### src/design/ctu_sync_cfg.svh
`ifndef CTU_SYNC_CFG_SVH
`define CTU_SYNC_CFG_SVH

// Distribution depth of the jbus sync pulses in cmp_clk flops
`define CTU_JBUS_SYNC_DLY 3

// Distribution depth of the dram sync pulse in cmp_clk flops
`define CTU_DRAM_SYNC_DLY 2

// Cycles spent in settle between ratio load and run
`define CTU_SETTLE_CYCLES 4

// Width of the start-up pulse counter
// The filter opens once this counter saturates at all ones
`define CTU_FILTER_BITS 3

// Resulting start-up latency seen at the outputs
//   flag sets 2**CTU_FILTER_BITS cycles after release
//   first output pulse one cycle later at the earliest

// Raw pulse to output latency per path
//   jbus  CTU_JBUS_SYNC_DLY + 1
//   dram  CTU_DRAM_SYNC_DLY + 1

`endif

### src/design/ctu_clk_pkg.sv
package ctu_clk_pkg;

   // Slow domain ratio code
   // Each code gives cmp_clk cycles per slow-domain cycle
   typedef enum logic [1:0] {
      ratio_2 = 2'd0,  // 2 cmp cycles
      ratio_4 = 2'd1,  // 4 cmp cycles
      ratio_6 = 2'd2,  // 6 cmp cycles
      ratio_8 = 2'd3   // 8 cmp cycles
   } ratio_e;

   // Sync control sequence
   //   idle    waiting for start_clk to rise
   //   load    ratios latched into the generator
   //   settle  fixed wait before pulses start
   //   run     generator and filter released
   typedef enum logic [1:0] {
      st_idle   = 2'd0,  // Clocks stopped
      st_load   = 2'd1,  // One cycle ratio strobe
      st_settle = 2'd2,  // Counting settle cycles
      st_run    = 2'd3   // Pulses flowing
   } ctl_state_e;

   // Any state other than run keeps the pulse path quiet
   // Dropping start_clk always falls back to idle

   // Ratio codes are sampled only in load
   // A code change during run waits for the next start

endpackage

### src/design/ctu_sync_pkg.sv
package ctu_sync_pkg;

   // Number of sync paths carried through the section
   localparam int SYNC_PATHS = 3;

   // Bit position of each path in the pulse vector
   typedef enum logic [1:0] {
      path_jbus_tx = 2'd0,  // jbus transmit
      path_jbus_rx = 2'd1,  // jbus receive
      path_dram_tx = 2'd2   // dram transmit
   } sync_path_e;

   // One bit per sync path
   // Index with sync_path_e values
   typedef logic [SYNC_PATHS-1:0] sync_vec_t;

   // jbus receive trails jbus transmit by one cycle in steady state
   // dram receive is not carried

   // Both jbus bits share one distribution depth
   // The dram bit has its own shorter depth

   // Pulses are single cycle and never stalled
   // Only the start-up filter may drop them

   // Vector travels as a packed value between blocks
   // Each delay line carries one bit of it

endpackage

### src/design/clk_sync_ctl.sv
`timescale 1ns/1ps

`include "ctu_sync_cfg.svh"

module clk_sync_ctl (
   input  logic cmp_clk,     // Core clock
   input  logic rst_n,       // Sync reset
   input  logic start_clk,   // Clock start level
   output logic ratio_load,  // Latch ratios into generator
   output logic gen_run,     // Generator counting
   output logic filter_rel   // Start-up filter released
);

   import ctu_clk_pkg::*;

   localparam int SETTLE_W = $clog2(`CTU_SETTLE_CYCLES + 1);  // Room for the full count
   localparam int SETTLE_LAST = `CTU_SETTLE_CYCLES - 1;       // Last settle count

   ctl_state_e state;                // Current state
   ctl_state_e state_nxt;            // Next state
   logic start_q;                    // start_clk one cycle back
   logic start_rise;                 // Rising edge of start_clk
   logic [SETTLE_W-1:0] settle_cnt;  // Cycles spent in settle
   logic settle_done;                // Final settle cycle

   assign start_rise = start_clk & ~start_q;
   assign settle_done = (settle_cnt == SETTLE_W'(SETTLE_LAST));

   always_comb begin
      state_nxt = state;  // Hold by default
      if (!start_clk) begin
         state_nxt = st_idle;  // Stop from anywhere
      end else begin
         case (state)
            st_idle: begin
               if (start_rise) begin
                  state_nxt = st_load;  // Fresh start only
               end
            end
            st_load: begin
               state_nxt = st_settle;  // Single load cycle
            end
            st_settle: begin
               if (settle_done) begin
                  state_nxt = st_run;
               end
            end
            st_run: begin
               state_nxt = st_run;  // Until start_clk drops
            end
            default: begin
               state_nxt = st_idle;
            end
         endcase
      end
   end

   always_ff @(posedge cmp_clk) begin
      if (!rst_n) begin
         state      <= st_idle;
         start_q    <= 1'b0;
         settle_cnt <= '0;
      end else begin
         state   <= state_nxt;
         start_q <= start_clk;  // Edge detect history
         if (state == st_settle) begin
            settle_cnt <= settle_cnt + 1'b1;  // Count settle cycles
         end else begin
            settle_cnt <= '0;  // Ready for next entry
         end
      end
   end

   // Outputs straight from state
   assign ratio_load = (state == st_load);
   assign gen_run    = (state == st_run);
   assign filter_rel = (state == st_run);  // Filter opens with the generator

   // Counting starts one load cycle plus the settle time after the ratio strobe
   a_load_before_run: assert property (@(posedge cmp_clk) disable iff (!rst_n)
      $rose(gen_run) |-> $past(ratio_load, `CTU_SETTLE_CYCLES + 1));

   // Release only follows a cycle with clocks started
   a_rel_after_start: assert property (@(posedge cmp_clk) disable iff (!rst_n)
      filter_rel |-> $past(start_clk));

endmodule

### src/design/ctu_sync_top.sv
`timescale 1ns/1ps

`include "ctu_sync_cfg.svh"

module ctu_sync_top (
   input  logic                cmp_clk,             // Core clock
   input  logic                rst_n,               // Sync reset
   input  logic                start_clk,           // Clock start level
   input  ctu_clk_pkg::ratio_e jbus_ratio,          // jbus ratio code
   input  ctu_clk_pkg::ratio_e dram_ratio,          // dram ratio code
   output logic                jbus_tx_sync,        // jbus transmit sync
   output logic                jbus_rx_sync,        // jbus receive sync
   output logic                dram_tx_sync_early,  // dram transmit sync
   output logic                sync_active          // Generator running
);

   import ctu_sync_pkg::*;

   logic      ratio_load;  // Ratio latch strobe
   logic      gen_run;     // Generator enable
   logic      filter_rel;  // Filter release
   sync_vec_t raw_sync;    // Pulses at the source
   sync_vec_t dly_sync;    // Pulses after distribution

   clk_sync_ctl clk_sync_ctl_i (
      .cmp_clk    (cmp_clk),
      .rst_n      (rst_n),
      .start_clk  (start_clk),
      .ratio_load (ratio_load),
      .gen_run    (gen_run),
      .filter_rel (filter_rel)
   );

   sync_pulse_gen sync_pulse_gen_i (
      .cmp_clk    (cmp_clk),
      .rst_n      (rst_n),
      .ratio_load (ratio_load),
      .gen_run    (gen_run),
      .jbus_ratio (jbus_ratio),
      .dram_ratio (dram_ratio),
      .raw_sync   (raw_sync)
   );

   sync_delay_line #(.DEPTH(`CTU_JBUS_SYNC_DLY)) jbus_tx_dly_i (
      .cmp_clk (cmp_clk),
      .rst_n   (rst_n),
      .din     (raw_sync[path_jbus_tx]),
      .dout    (dly_sync[path_jbus_tx])
   );

   sync_delay_line #(.DEPTH(`CTU_JBUS_SYNC_DLY)) jbus_rx_dly_i (
      .cmp_clk (cmp_clk),
      .rst_n   (rst_n),
      .din     (raw_sync[path_jbus_rx]),
      .dout    (dly_sync[path_jbus_rx])
   );

   sync_delay_line #(.DEPTH(`CTU_DRAM_SYNC_DLY)) dram_tx_dly_i (
      .cmp_clk (cmp_clk),
      .rst_n   (rst_n),
      .din     (raw_sync[path_dram_tx]),
      .dout    (dly_sync[path_dram_tx])
   );

   sync_pulse_filter sync_pulse_filter_i (
      .cmp_clk            (cmp_clk),
      .rst_n              (rst_n),
      .filter_rel         (filter_rel),
      .dly_sync           (dly_sync),
      .jbus_tx_sync       (jbus_tx_sync),
      .jbus_rx_sync       (jbus_rx_sync),
      .dram_tx_sync_early (dram_tx_sync_early)
   );

   assign sync_active = gen_run;  // Visible run status

endmodule

### src/design/sync_delay_line.sv
`timescale 1ns/1ps

module sync_delay_line #(
   parameter int DEPTH = 2  // Flops in the chain
) (
   input  logic cmp_clk,  // Core clock
   input  logic rst_n,    // Sync reset
   input  logic din,      // Pulse at the source
   output logic dout      // Pulse at the far end
);

   logic [DEPTH-1:0] stage;  // One flop per distribution hop

   // A chain needs at least one flop
   if (DEPTH < 1) begin : g_depth_check
      $error("sync_delay_line DEPTH must be at least 1");
   end

   always_ff @(posedge cmp_clk) begin
      if (!rst_n) begin
         stage <= '0;  // Chain empty after reset
      end else begin
         stage[0] <= din;  // First hop
         for (int i = 1; i < DEPTH; i++) begin
            stage[i] <= stage[i-1];  // Shift along the path
         end
      end
   end

   // Last hop drives the local copy
   assign dout = stage[DEPTH-1];

   // A pulse entering now leaves DEPTH cycles later
   // Pulse width is kept since every hop is one flop
   // No gating along the way

   // Depth is set per path at the top level
   // jbus paths run longer than the dram path

   // Short chains model a nearby cluster
   // Long chains model the far edge of the die

endmodule

### src/design/sync_pulse_filter.sv
`timescale 1ns/1ps

`include "ctu_sync_cfg.svh"

module sync_pulse_filter (
   input  logic                    cmp_clk,            // Core clock
   input  logic                    rst_n,              // Sync reset
   input  logic                    filter_rel,         // Release from control
   input  ctu_sync_pkg::sync_vec_t dly_sync,           // Pulses after distribution
   output logic                    jbus_tx_sync,       // Filtered jbus transmit
   output logic                    jbus_rx_sync,       // Filtered jbus receive
   output logic                    dram_tx_sync_early  // Filtered dram transmit
);

   import ctu_sync_pkg::*;

   localparam int CNT_W = `CTU_FILTER_BITS;  // Start-up counter width

   logic [CNT_W-1:0] pulse_cnt;   // Cycles since release
   logic pulse_cnt_dn;            // Counter saturated
   logic pulse_filter;            // Pulses allowed through
   logic jbus_tx_sync_nxt;        // Gated jbus transmit
   logic jbus_rx_sync_nxt;        // Gated jbus receive
   logic dram_tx_sync_early_nxt;  // Gated dram transmit

   // Saturation at all ones
   assign pulse_cnt_dn = &pulse_cnt;

   always_ff @(posedge cmp_clk) begin
      if (!rst_n || !filter_rel) begin
         pulse_cnt    <= '0;    // Restart on every release
         pulse_filter <= 1'b0;  // Closed until counter runs out
      end else begin
         if (!pulse_cnt_dn) begin
            pulse_cnt <= pulse_cnt + 1'b1;
         end
         pulse_filter <= pulse_cnt_dn;  // Opens one cycle after saturation
      end
   end

   // Early pulses from a settling distribution are dropped here
   assign jbus_tx_sync_nxt       = dly_sync[path_jbus_tx] & pulse_filter;
   assign jbus_rx_sync_nxt       = dly_sync[path_jbus_rx] & pulse_filter;
   assign dram_tx_sync_early_nxt = dly_sync[path_dram_tx] & pulse_filter;

   always_ff @(posedge cmp_clk) begin
      if (!rst_n) begin
         jbus_tx_sync       <= 1'b0;
         jbus_rx_sync       <= 1'b0;
         dram_tx_sync_early <= 1'b0;
      end else begin
         jbus_tx_sync       <= jbus_tx_sync_nxt;  // Final retime to cmp_clk
         jbus_rx_sync       <= jbus_rx_sync_nxt;
         dram_tx_sync_early <= dram_tx_sync_early_nxt;
      end
   end

   // Nothing leaves before release has run the full start-up count
   a_out_after_flag: assert property (@(posedge cmp_clk) disable iff (!rst_n)
      (jbus_tx_sync || jbus_rx_sync || dram_tx_sync_early) |->
         $past(filter_rel, 2**CNT_W + 1));

   // Flag sets 2**CNT_W cycles after release
   // First pulse at the outputs one cycle after that

   // Dropping the release clears counter and flag together
   // Outputs fall silent on the following cycle

endmodule

### src/design/sync_pulse_gen.sv
`timescale 1ns/1ps

module sync_pulse_gen (
   input  logic                   cmp_clk,     // Core clock
   input  logic                   rst_n,       // Sync reset
   input  logic                   ratio_load,  // Latch strobe from control
   input  logic                   gen_run,     // Count enable
   input  ctu_clk_pkg::ratio_e    jbus_ratio,  // jbus ratio code
   input  ctu_clk_pkg::ratio_e    dram_ratio,  // dram ratio code
   output ctu_sync_pkg::sync_vec_t raw_sync    // Raw pulses one per path
);

   import ctu_clk_pkg::*;
   import ctu_sync_pkg::*;

   localparam int CNT_W = 3;  // Enough for ratio 8

   ratio_e jbus_ratio_q;     // Latched jbus code
   ratio_e dram_ratio_q;     // Latched dram code
   logic [CNT_W-1:0] jbus_cnt;   // jbus phase counter
   logic [CNT_W-1:0] dram_cnt;   // dram phase counter
   logic [CNT_W-1:0] jbus_last;  // jbus wrap point
   logic [CNT_W-1:0] dram_last;  // dram wrap point

   // Ratio code to cmp_clk cycles per slow cycle
   function automatic logic [CNT_W:0] ratio_cycles(input ratio_e code);
      case (code)
         ratio_2: ratio_cycles = 4'd2;
         ratio_4: ratio_cycles = 4'd4;
         ratio_6: ratio_cycles = 4'd6;
         ratio_8: ratio_cycles = 4'd8;
         default: ratio_cycles = 4'd2;
      endcase
   endfunction

   assign jbus_last = CNT_W'(ratio_cycles(jbus_ratio_q) - 1'b1);
   assign dram_last = CNT_W'(ratio_cycles(dram_ratio_q) - 1'b1);

   always_ff @(posedge cmp_clk) begin
      if (!rst_n) begin
         jbus_ratio_q <= ratio_2;
         dram_ratio_q <= ratio_2;
      end else if (ratio_load) begin
         jbus_ratio_q <= jbus_ratio;  // Sampled once per start
         dram_ratio_q <= dram_ratio;
      end
   end

   always_ff @(posedge cmp_clk) begin
      if (!rst_n || !gen_run) begin
         jbus_cnt <= '0;  // Parked at phase 0
         dram_cnt <= '0;
      end else begin
         jbus_cnt <= (jbus_cnt == jbus_last) ? '0 : jbus_cnt + 1'b1;
         dram_cnt <= (dram_cnt == dram_last) ? '0 : dram_cnt + 1'b1;
      end
   end

   always_ff @(posedge cmp_clk) begin
      if (!rst_n) begin
         raw_sync <= '0;
      end else begin
         raw_sync[path_jbus_tx] <= gen_run && (jbus_cnt == jbus_last);  // End of jbus cycle
         raw_sync[path_jbus_rx] <= gen_run && (jbus_cnt == '0);         // Start of jbus cycle
         raw_sync[path_dram_tx] <= gen_run && (dram_cnt == dram_last);  // End of dram cycle
      end
   end

   // Transmit and receive mark different jbus phases
   a_tx_rx_apart: assert property (@(posedge cmp_clk) disable iff (!rst_n)
      !(raw_sync[path_jbus_tx] && raw_sync[path_jbus_rx]));

endmodule

### config.mk
export PLATFORM = sky130hd
export DESIGN_NAME = ctu_sync_top
export DESIGN_NICKNAME = d
export VERILOG_FILES = /design/src/design/ctu_clk_pkg.sv /design/src/design/ctu_sync_pkg.sv /design/src/design/clk_sync_ctl.sv /design/src/design/ctu_sync_top.sv /design/src/design/sync_delay_line.sv /design/src/design/sync_pulse_filter.sv /design/src/design/sync_pulse_gen.sv
export VERILOG_INCLUDE_DIRS = /design/src /design/src/design
export SDC_FILE = /design/constraint.sdc
export NUM_CORES = 1
export LEC_CHECK = 0
export ABC_AREA = 1
export BUFFER_PORTS_ARGS = -buffer_cell sky130_fd_sc_hd__buf_2
export CORE_ASPECT_RATIO = 1.75
export CORE_MARGIN = 4
export CORE_UTILIZATION = 51
export CTS_BUF_LIST = sky130_fd_sc_hd__clkbuf_16
export DETAILED_ROUTE_END_ITERATION = 8
export PLACE_DENSITY = 0.73
export RECOVER_POWER = 25
export SYNTH_ARGS = -nofsm -noshare
export SYNTH_HDL_FRONTEND = slang
export SYNTH_HIERARCHICAL = 1
export SYNTH_SLANG_ARGS = --single-unit
### constraint.sdc
create_clock -name cmp_clk -period 1.3 [get_ports cmp_clk]
set_clock_uncertainty 0.15 [all_clocks]
set_input_delay 0.195 -clock cmp_clk [delete_from_list [all_inputs] [get_ports cmp_clk]]
set_output_delay 0.195 -clock cmp_clk [all_outputs]
set_load 0.02 [all_outputs]
==> results of run 1 <==
[tightest hold or removal path, delay by kind of cell]
| family | cells | cell delay [ns] |
|---|---|---|
| buf+inv | 1 | 0.08 |
| simple gates | 2 | 0.13 |
[flip-flops by register name, summed over array words and instances, names as in the netlist]
signal,cells
sync_pulse_filter_i/dram_tx_sync_early,1
sync_pulse_filter_i/pulse_cnt,3
sync_pulse_gen_i/jbus_ratio_q,2
clk_sync_ctl_i/start_q,1
jbus_tx_dly_i/stage,3
sync_pulse_gen_i/raw_sync,3
sync_pulse_gen_i/jbus_cnt,3
sync_pulse_filter_i/jbus_tx_sync,1
clk_sync_ctl_i/settle_cnt,3
sync_pulse_filter_i/jbus_rx_sync,1
clk_sync_ctl_i/state,2
sync_pulse_gen_i/dram_ratio_q,2
dram_tx_dly_i/stage,2
jbus_rx_dly_i/stage,3
sync_pulse_gen_i/dram_cnt,3
sync_pulse_filter_i/pulse_filter,1
[path summary, 6_finish.rpt]
path	startpoint	to	slack, ns	cells past startpoint
setup / recovery	sync_pulse_gen_i/dram_ratio_q[0]	sync_pulse_gen_i/dram_cnt[2]	0.02	9
hold / removal	jbus_ratio[1]	sync_pulse_gen_i/jbus_ratio_q[1]	0.02	3
hold reg to reg	jbus_tx_dly_i/stage[2]	sync_pulse_filter_i/jbus_tx_sync	0.26	2
setup reg to reg	sync_pulse_gen_i/dram_ratio_q[0]	sync_pulse_gen_i/dram_cnt[2]	0.02	9
[cells by family (layout without fill, tap and decap cells)]
logic type / after synthesis / after routing / share of synthesized area [%]
and+or+nand+nor: 63 / 63 / 19.5
xor gates and xnor gates: 4 / 4 / 2.71
AOI/OAI and AO/OA: 11 / 11 / 5.13
DFF: 34 / 34 / 52.6
buffers and inverters: 38 / 61 / 11.3
adders and majority gates: 9 / 9 / 8.70
[cells in the mapped netlist]
library cell  instances  area share [%]
o21ai_1               1            0.39
nand3_2               1            0.77
o211ai_2              1            0.97
a21oi_2               1            0.68
clkinv_1              2            0.58
xnor2_1               4             2.7
inv_1                32             9.3
inv_2                 3            0.87
dfxtp_1              34              53
ha_1                  9             8.7
nand2_1              30             8.7
nand3_1               2            0.77
nand3b_1              2             1.2
buf_4                 1            0.58
o21ai_0               4             1.5
nor2_1               28             8.1
a21oi_1               4             1.5
[cells in the final DEF, fill, tap and decap left out, types with 2 or more instances in the layout]
cell / count
dfxtp_1: 31
inv_1: 28
nor2_1: 28
nand2_1: 26
buf_2: 9
inv_2: 7
ha_1: 7
buf_4: 6
clkbuf_16: 5
a21oi_1: 4
xnor2_1: 4
nand2_2: 4
o21ai_0: 4
clkinv_1: 3
nand3b_1: 2
nand3_1: 2
dfxtp_2: 2
[cell type report]
type,count,area share (%)
well taps,25,1.97
clock buffers,5,7.87
clock inverters,3,1.02
inverters,37,8.73
repair buffers,16,6.29
flip-flops and latches,34,43.2
multi-input cells,87,30.9
[per-stage QoR]
step / utilization (%) / std cells / cell area [um2]
finish: 67.4 / 207 / 1590
global route: 67.4 / 207 / 1590
CTS: 66.9 / 207 / 1580
detailed placement: 59.5 / 198 / 1410
global placement: 59.5 / 198 / 1410
floorplan: - / 159 / 1290
[repair_timing]
action	in CTS	in global routing
pin swaps	2	3
endpoints found under the setup margin	4	5
buffers inserted	0	0
hold endpoints to repair	1	0
resized for setup	9	6
hold buffers	1	0
[power breakdown]
part / internal, mW / switching (mW)
Combinational: 0.0467 / 0.0558
Clock: 0.697 / 0.414
Sequential: 1.05 / 0.00750
Total: 1.80 / 0.478
[metal layers]
layer	wire length, um	vias up	part of all wire (%)
met5	0	-	0
met2	1170	16	55
met4	78	0	3.7
met3	78	11	3.7
li1	-	514	-
met1	786	453	37
==> key figures, run 1 <==
Outcome
  – Status: finished clean

GRT
  – GR Util met2: 27.6%
  – Met1 Use GR: 13.5%
  – First-pass GRT wire length: 3.68 mm
  – Vias in the first global route: between 900 and 1000
  – Pin count of the biggest net entering global routing: 12
  – Met3 Use GR: 4.78%
  – Initial antenna violation count: 0
  – Gr usage total: between 10% and 20%
  – GR peak layer: met2
  – Global route total overflow: 0

Worst setup path
  – Worst Setup End Kind: register
  – CP arrival: 1.30 ns
  – Critical-path maximum fanout: 3
  – CP delay by family, top: simple AND/OR/NAND/NOR gates
  – CP bufs+invs: 2
  – Worst stage delay on the critical path: ~0.32 ns
  – Worst-path cell chain: inv_2, ha_4, inv_2, nand2_2, nand2_2, nand2_2, nand3_2, nand2_2, nor2_1
  – CP max stage cell: dfxtp_1
  – Crit Path Category: reg -> reg
  – Crit path top cell by count: nand2_2
  – Worst EP required: roughly 1.3 ns
  – Worst setup SP type: register

Timing
  – Worst Max-Slew Pin Slew: ~0.23 ns
  – PnR worst setup slack: 0.0181 ns
  – Slew Viols, Final: 0
  – Final setup viols: 0
  – Worst slew margin: 84.8%
  – Peak Freq: 780 MHz
  – Crit share post-route: ~99%
  – Min Tclk post-route: about 1.3 ns
  – Setup_tns: 0 ns
  – Unrepaired setup endpoints after global routing: true
  – Hold WS: between 0.015 and 0.02 ns
  – Fin. Hold Viols: 0

Pwr
  – LEAKAGE: 0.738 nW
  – Pwr Total: 2.28 mW
  – Max VDD drop: 1.11 mV
  – PD cells: 1430 nW/um2

Routing
  – Vias: 994
  – ANT nets after route: 0
  – Drc violations: 0
  – Pre-antenna DRT Iters: 4
  – DRT Wirelength: 2.11 mm
  – Initial DRC Count: 25
  – Routed len/inst: between 10 and 15 um
  – Vias per cell: 4.80

Synth
  – Post-synthesis cell type count: 17
  – Register bit total from synthesis: 34
  – Cells after synthesis: between 150 and 200
  – Synth Net Count: 175
  – Ys Warns: 6
  – Syn_area_per_cell: between 8 and 9 um2
  – Seq/Total Area, Yosys: 52.6%
  – Mapped Area: around 1300 um2

Place
  – Place WS: -0.0963 ns
  – Routability cong.: ~0.75
  – DP HPWL: 1.55 mm
  – PortBufs: 10

Final layout
  – Fillers: ~200
  – Layout cell share with drive strength beyond 1: 22.5%
  – Antenna Cells: 0
  – NumNets Final: just under 200
  – Storage cell area: 687 um2
  – Area of the multi-input gates: 492 um2
  – Syn-to-layout area delta: 22.9%

Floorplanning
  – Row Count: 23
  – IO Count: 11
  – Die Span Y: 74.6 um
  – Die Width: about 46 um
  – Starting Density: 54.8%
  – Area of the core: 2360 um2
  – Die area: 3440 um2

Clock network
  – Skew-Pair Late Insertion Delay: 0.27 ns
  – CTS Buf Count: 5
  – Clk slew on worst S/H paths: around 0.05 ns
  – CTS tree: done
  – Sink Count: 34
  – Root buffer selected by CTS: clkbuf_16
  – # H-tree levels: 2
  – Longest Clk Path Bufs: 2

Flow run
  – Max cap viols: 0

Hold path
  – HP Class: in -> reg
No activity file was read; power rests on OpenSTA's default activity.
==> run 2: changes to the inputs <==
--- a/config.mk
+++ b/config.mk
@@ -14,7 +14,7 @@
 export CTS_BUF_LIST = sky130_fd_sc_hd__clkbuf_16
 export DETAILED_ROUTE_END_ITERATION = 8
 export PLACE_DENSITY = 0.73
-export RECOVER_POWER = 25
+export RECOVER_POWER = 100
 export SYNTH_ARGS = -nofsm -noshare
 export SYNTH_HDL_FRONTEND = slang
 export SYNTH_HIERARCHICAL = 1
==> run 2 against run 1 <==
Compared with the run above: clock power hardly changed; worst setup slack about the same; hold slack better by 0.0077 ns; sequential share of layout area up 0.23 points; global-route usage stayed put; count of clock-buffer cells in the layout did not move; routed wire length is 0.62% higher; cell count stayed put; fmax hardly changed; sequential power is essentially flat; highest routed layer unchanged.
==> key figures, run 2 (same netlist as run 1, synthesis figures left out) <==
GRT
  – Gr usage total: 15.5% (unchanged)
  – First-pass GRT wire length: 3.68 mm (unchanged)
  – Initial antenna violation count: 0 (unchanged)
  – Global route total overflow: 0 (unchanged)
  – Pin count of the biggest net entering global routing: 12 (unchanged)
  – Vias in the first global route: 971 (unchanged)

Worst setup path
  – Worst Setup End Kind: register
  – Crit Path Category: reg -> reg
  – Worst EP required: 1.32 ns (about the same)
  – R2R Setup Slk: 0.02 ns (about the same)
  – CP max stage cell: dfxtp_1
  – Worst stage delay on the critical path: 0.32 ns (about the same)
  – Crit path top cell by count: nand2_2
  – Critical-path maximum fanout: 3 (unchanged)
  – Worst setup SP type: register
  – CP arrival: 1.30 ns (about the same)
  – Worst-path cell chain: inv_2, ha_4, inv_2, nand2_2, nand2_2, nand2_2, nand3_2, nand2_2, nor2_1

Place
  – Placed Cells: 198 (unchanged)
  – Placed Area: 1410 um2 (unchanged)
  – PortBufs: 10 (unchanged)
  – DP HPWL: 1.55 mm (unchanged)
  – Place WS: -0.0963 ns (unchanged)
  – Routability cong.: 0.746 (unchanged)

Timing
  – Min Tclk post-route: 1.28 ns (+0.0000303 ns)
  – Final setup viols: 0 (unchanged)
  – Worst Max-Slew Pin Slew: 0.246 ns (+0.0193 ns)
  – Unrepaired setup endpoints after global routing: true
  – Setup_tns: 0 ns (unchanged)
  – Peak Freq: 780 MHz (about the same)
  – Fin. Hold Viols: 0 (unchanged)
  – Worst slew margin: 83.7% (-1.2 points)
  – Slew Viols, Final: 0 (unchanged)
  – Crit share post-route: 98.6% (about the same)
  – PnR worst setup slack: 0.0181 ns (-0.0000303 ns)

Flow run
  – Max cap viols: 0 (unchanged)

Final layout
  – Antenna Cells: 0 (unchanged)
  – Most common cell after layout, fill and taps aside: dfxtp_1
  – Syn-to-layout area delta: 22.0%
  – NumNets Final: 197 (unchanged)
  – Non-Filler Instances: 207 (unchanged)
  – Cell area after layout: 1580 um2 (-0.71%)
  – Most frequent cells in the layout: dfxtp_1, inv_1, nor2_1
  – Post-layout util: 66.9% (-0.48 points)
  – Layout cell share with drive strength beyond 1: 19.2% (-3.3 points)

Clock network
  – Clk slew on worst S/H paths: 0.05 ns (about the same)
  – Root buffer selected by CTS: clkbuf_16
  – Skew-Pair Late Insertion Delay: 0.27 ns (about the same)
  – Setup Buffers After CTS: 0 (unchanged)
  – # H-tree levels: 2 (unchanged)
  – CTS Buf Count: 5 (unchanged)
  – Longest Clk Path Bufs: 2 (unchanged)
  – Sink Count: 34 (unchanged)
  – CTS tree: done

Floorplanning
  – Starting Density: 54.8% (unchanged)
  – Die area: 3440 um2 (unchanged)
  – Die Width: 46.1 um (unchanged)
  – IO Count: 11 (unchanged)
  – Area of the core: 2360 um2 (unchanged)
  – Die Span Y: 74.6 um (unchanged)
  – Row Count: 23 (unchanged)

Pwr
  – PD cells: 1440 nW/um2 (+0.53%)
  – Max VDD drop: 1.10 mV (-0.82%)
  – LEAKAGE: 0.724 nW (-1.8%)

Routing
  – Vias: 995 (+0.10%)
  – Max Used Layer: met4
  – Initial DRC Count: 24 (-4.0%)
  – Routed wl met2: 1.18 mm (+0.86%)
  – ANT nets after route: 0 (unchanged)
  – Drc violations: 0 (unchanged)
  – Vias per cell: 4.81 (+0.10%)
  – Pre-antenna DRT Iters: 4 (unchanged)
  – Routed len/inst: 10.3 um (+0.62%)
  – Wire length on met3: 81 um (+3.8%)
  – DRT Wirelength: 2.13 mm (+0.62%)
  – M1 WL: 788 um (+0.25%)

Outcome
  – Status: finished clean

Hold path
  – HP Class: in -> reg
run 2: cell count changes in the layout (fill, tap and decap cells not counted), sizes merged:
cell    before  now
buf         15   11
clkbuf       5    9
run 2: what timing repair did:
item                                   in CTS  in global routing
pin swaps                                   2                  3
setup endpoints to repair                   4                  5
resized for setup                           9                  6
hold buffers                                1                  0
endpoints found under the hold margin       1                  0
cloned                                      0                  0
run 2: worst paths after layout:
path / start / to / cells past startpoint
hold / removal: jbus_ratio[1] / sync_pulse_gen_i/jbus_ratio_q[1] / 3
setup / recovery: sync_pulse_gen_i/dram_ratio_q[0] / sync_pulse_gen_i/dram_cnt[2] / 9
hold reg to reg: jbus_tx_dly_i/stage[2] / sync_pulse_filter_i/jbus_tx_sync / 2
setup reg to reg: sync_pulse_gen_i/dram_ratio_q[0] / sync_pulse_gen_i/dram_cnt[2] / 9
run 2: stage by stage:
stage / hold WS, ns / power, mW
2_1_floorplan: 0.138 / 1.13
3_3_place_gp: 0.243 / 1.16
3_5_place_dp: 0.251 / 1.17
4_1_cts: 0.0106 / 2.30
5_1_grt: 0.0439 / 2.35
6_report: 0.0264 / 2.27
run 2: per-layer routing:
| layer | global-route usage, % | vias up |
|---|---|---|
| met2 | 27.6 | 16 |
| met3 | 4.78 | 10 |
| met5 | 0 | - |
| met1 | 13.5 | 454 |
| li1 | - | 515 |
| met4 | 11.7 | 0 |
run 2: power breakdown:
group | switching [mW] | internal, mW
clock network | 0.412 | 0.697
registers | 0.00751 | 1.05
logic | 0.0558 | 0.0454
total | 0.475 | 1.80
run 2: layout make-up:
type | instances | area, um2
Clock buffer | 5 | 125
Clock inverter | 3 | 16.3
Fill cell | 205 | 781
Inverter | 37 | 139
Multi-Input combinational cell | 87 | 489
Sequential cell | 34 | 686
Tap cell | 25 | 31.3
Timing Repair Buffer | 16 | 92.6
run 2: critical path, delay by kind of cell, from the launching register on:
| family | cells | cell delay, ns |
|---|---|---|
| adder cells (fa/ha/maj) | 1 | 0.28 |
| flip-flops | 1 | 0.32 |
| AND/OR/NAND/NOR | 6 | 0.35 |
| buffers and inverters | 2 | 0.09 |
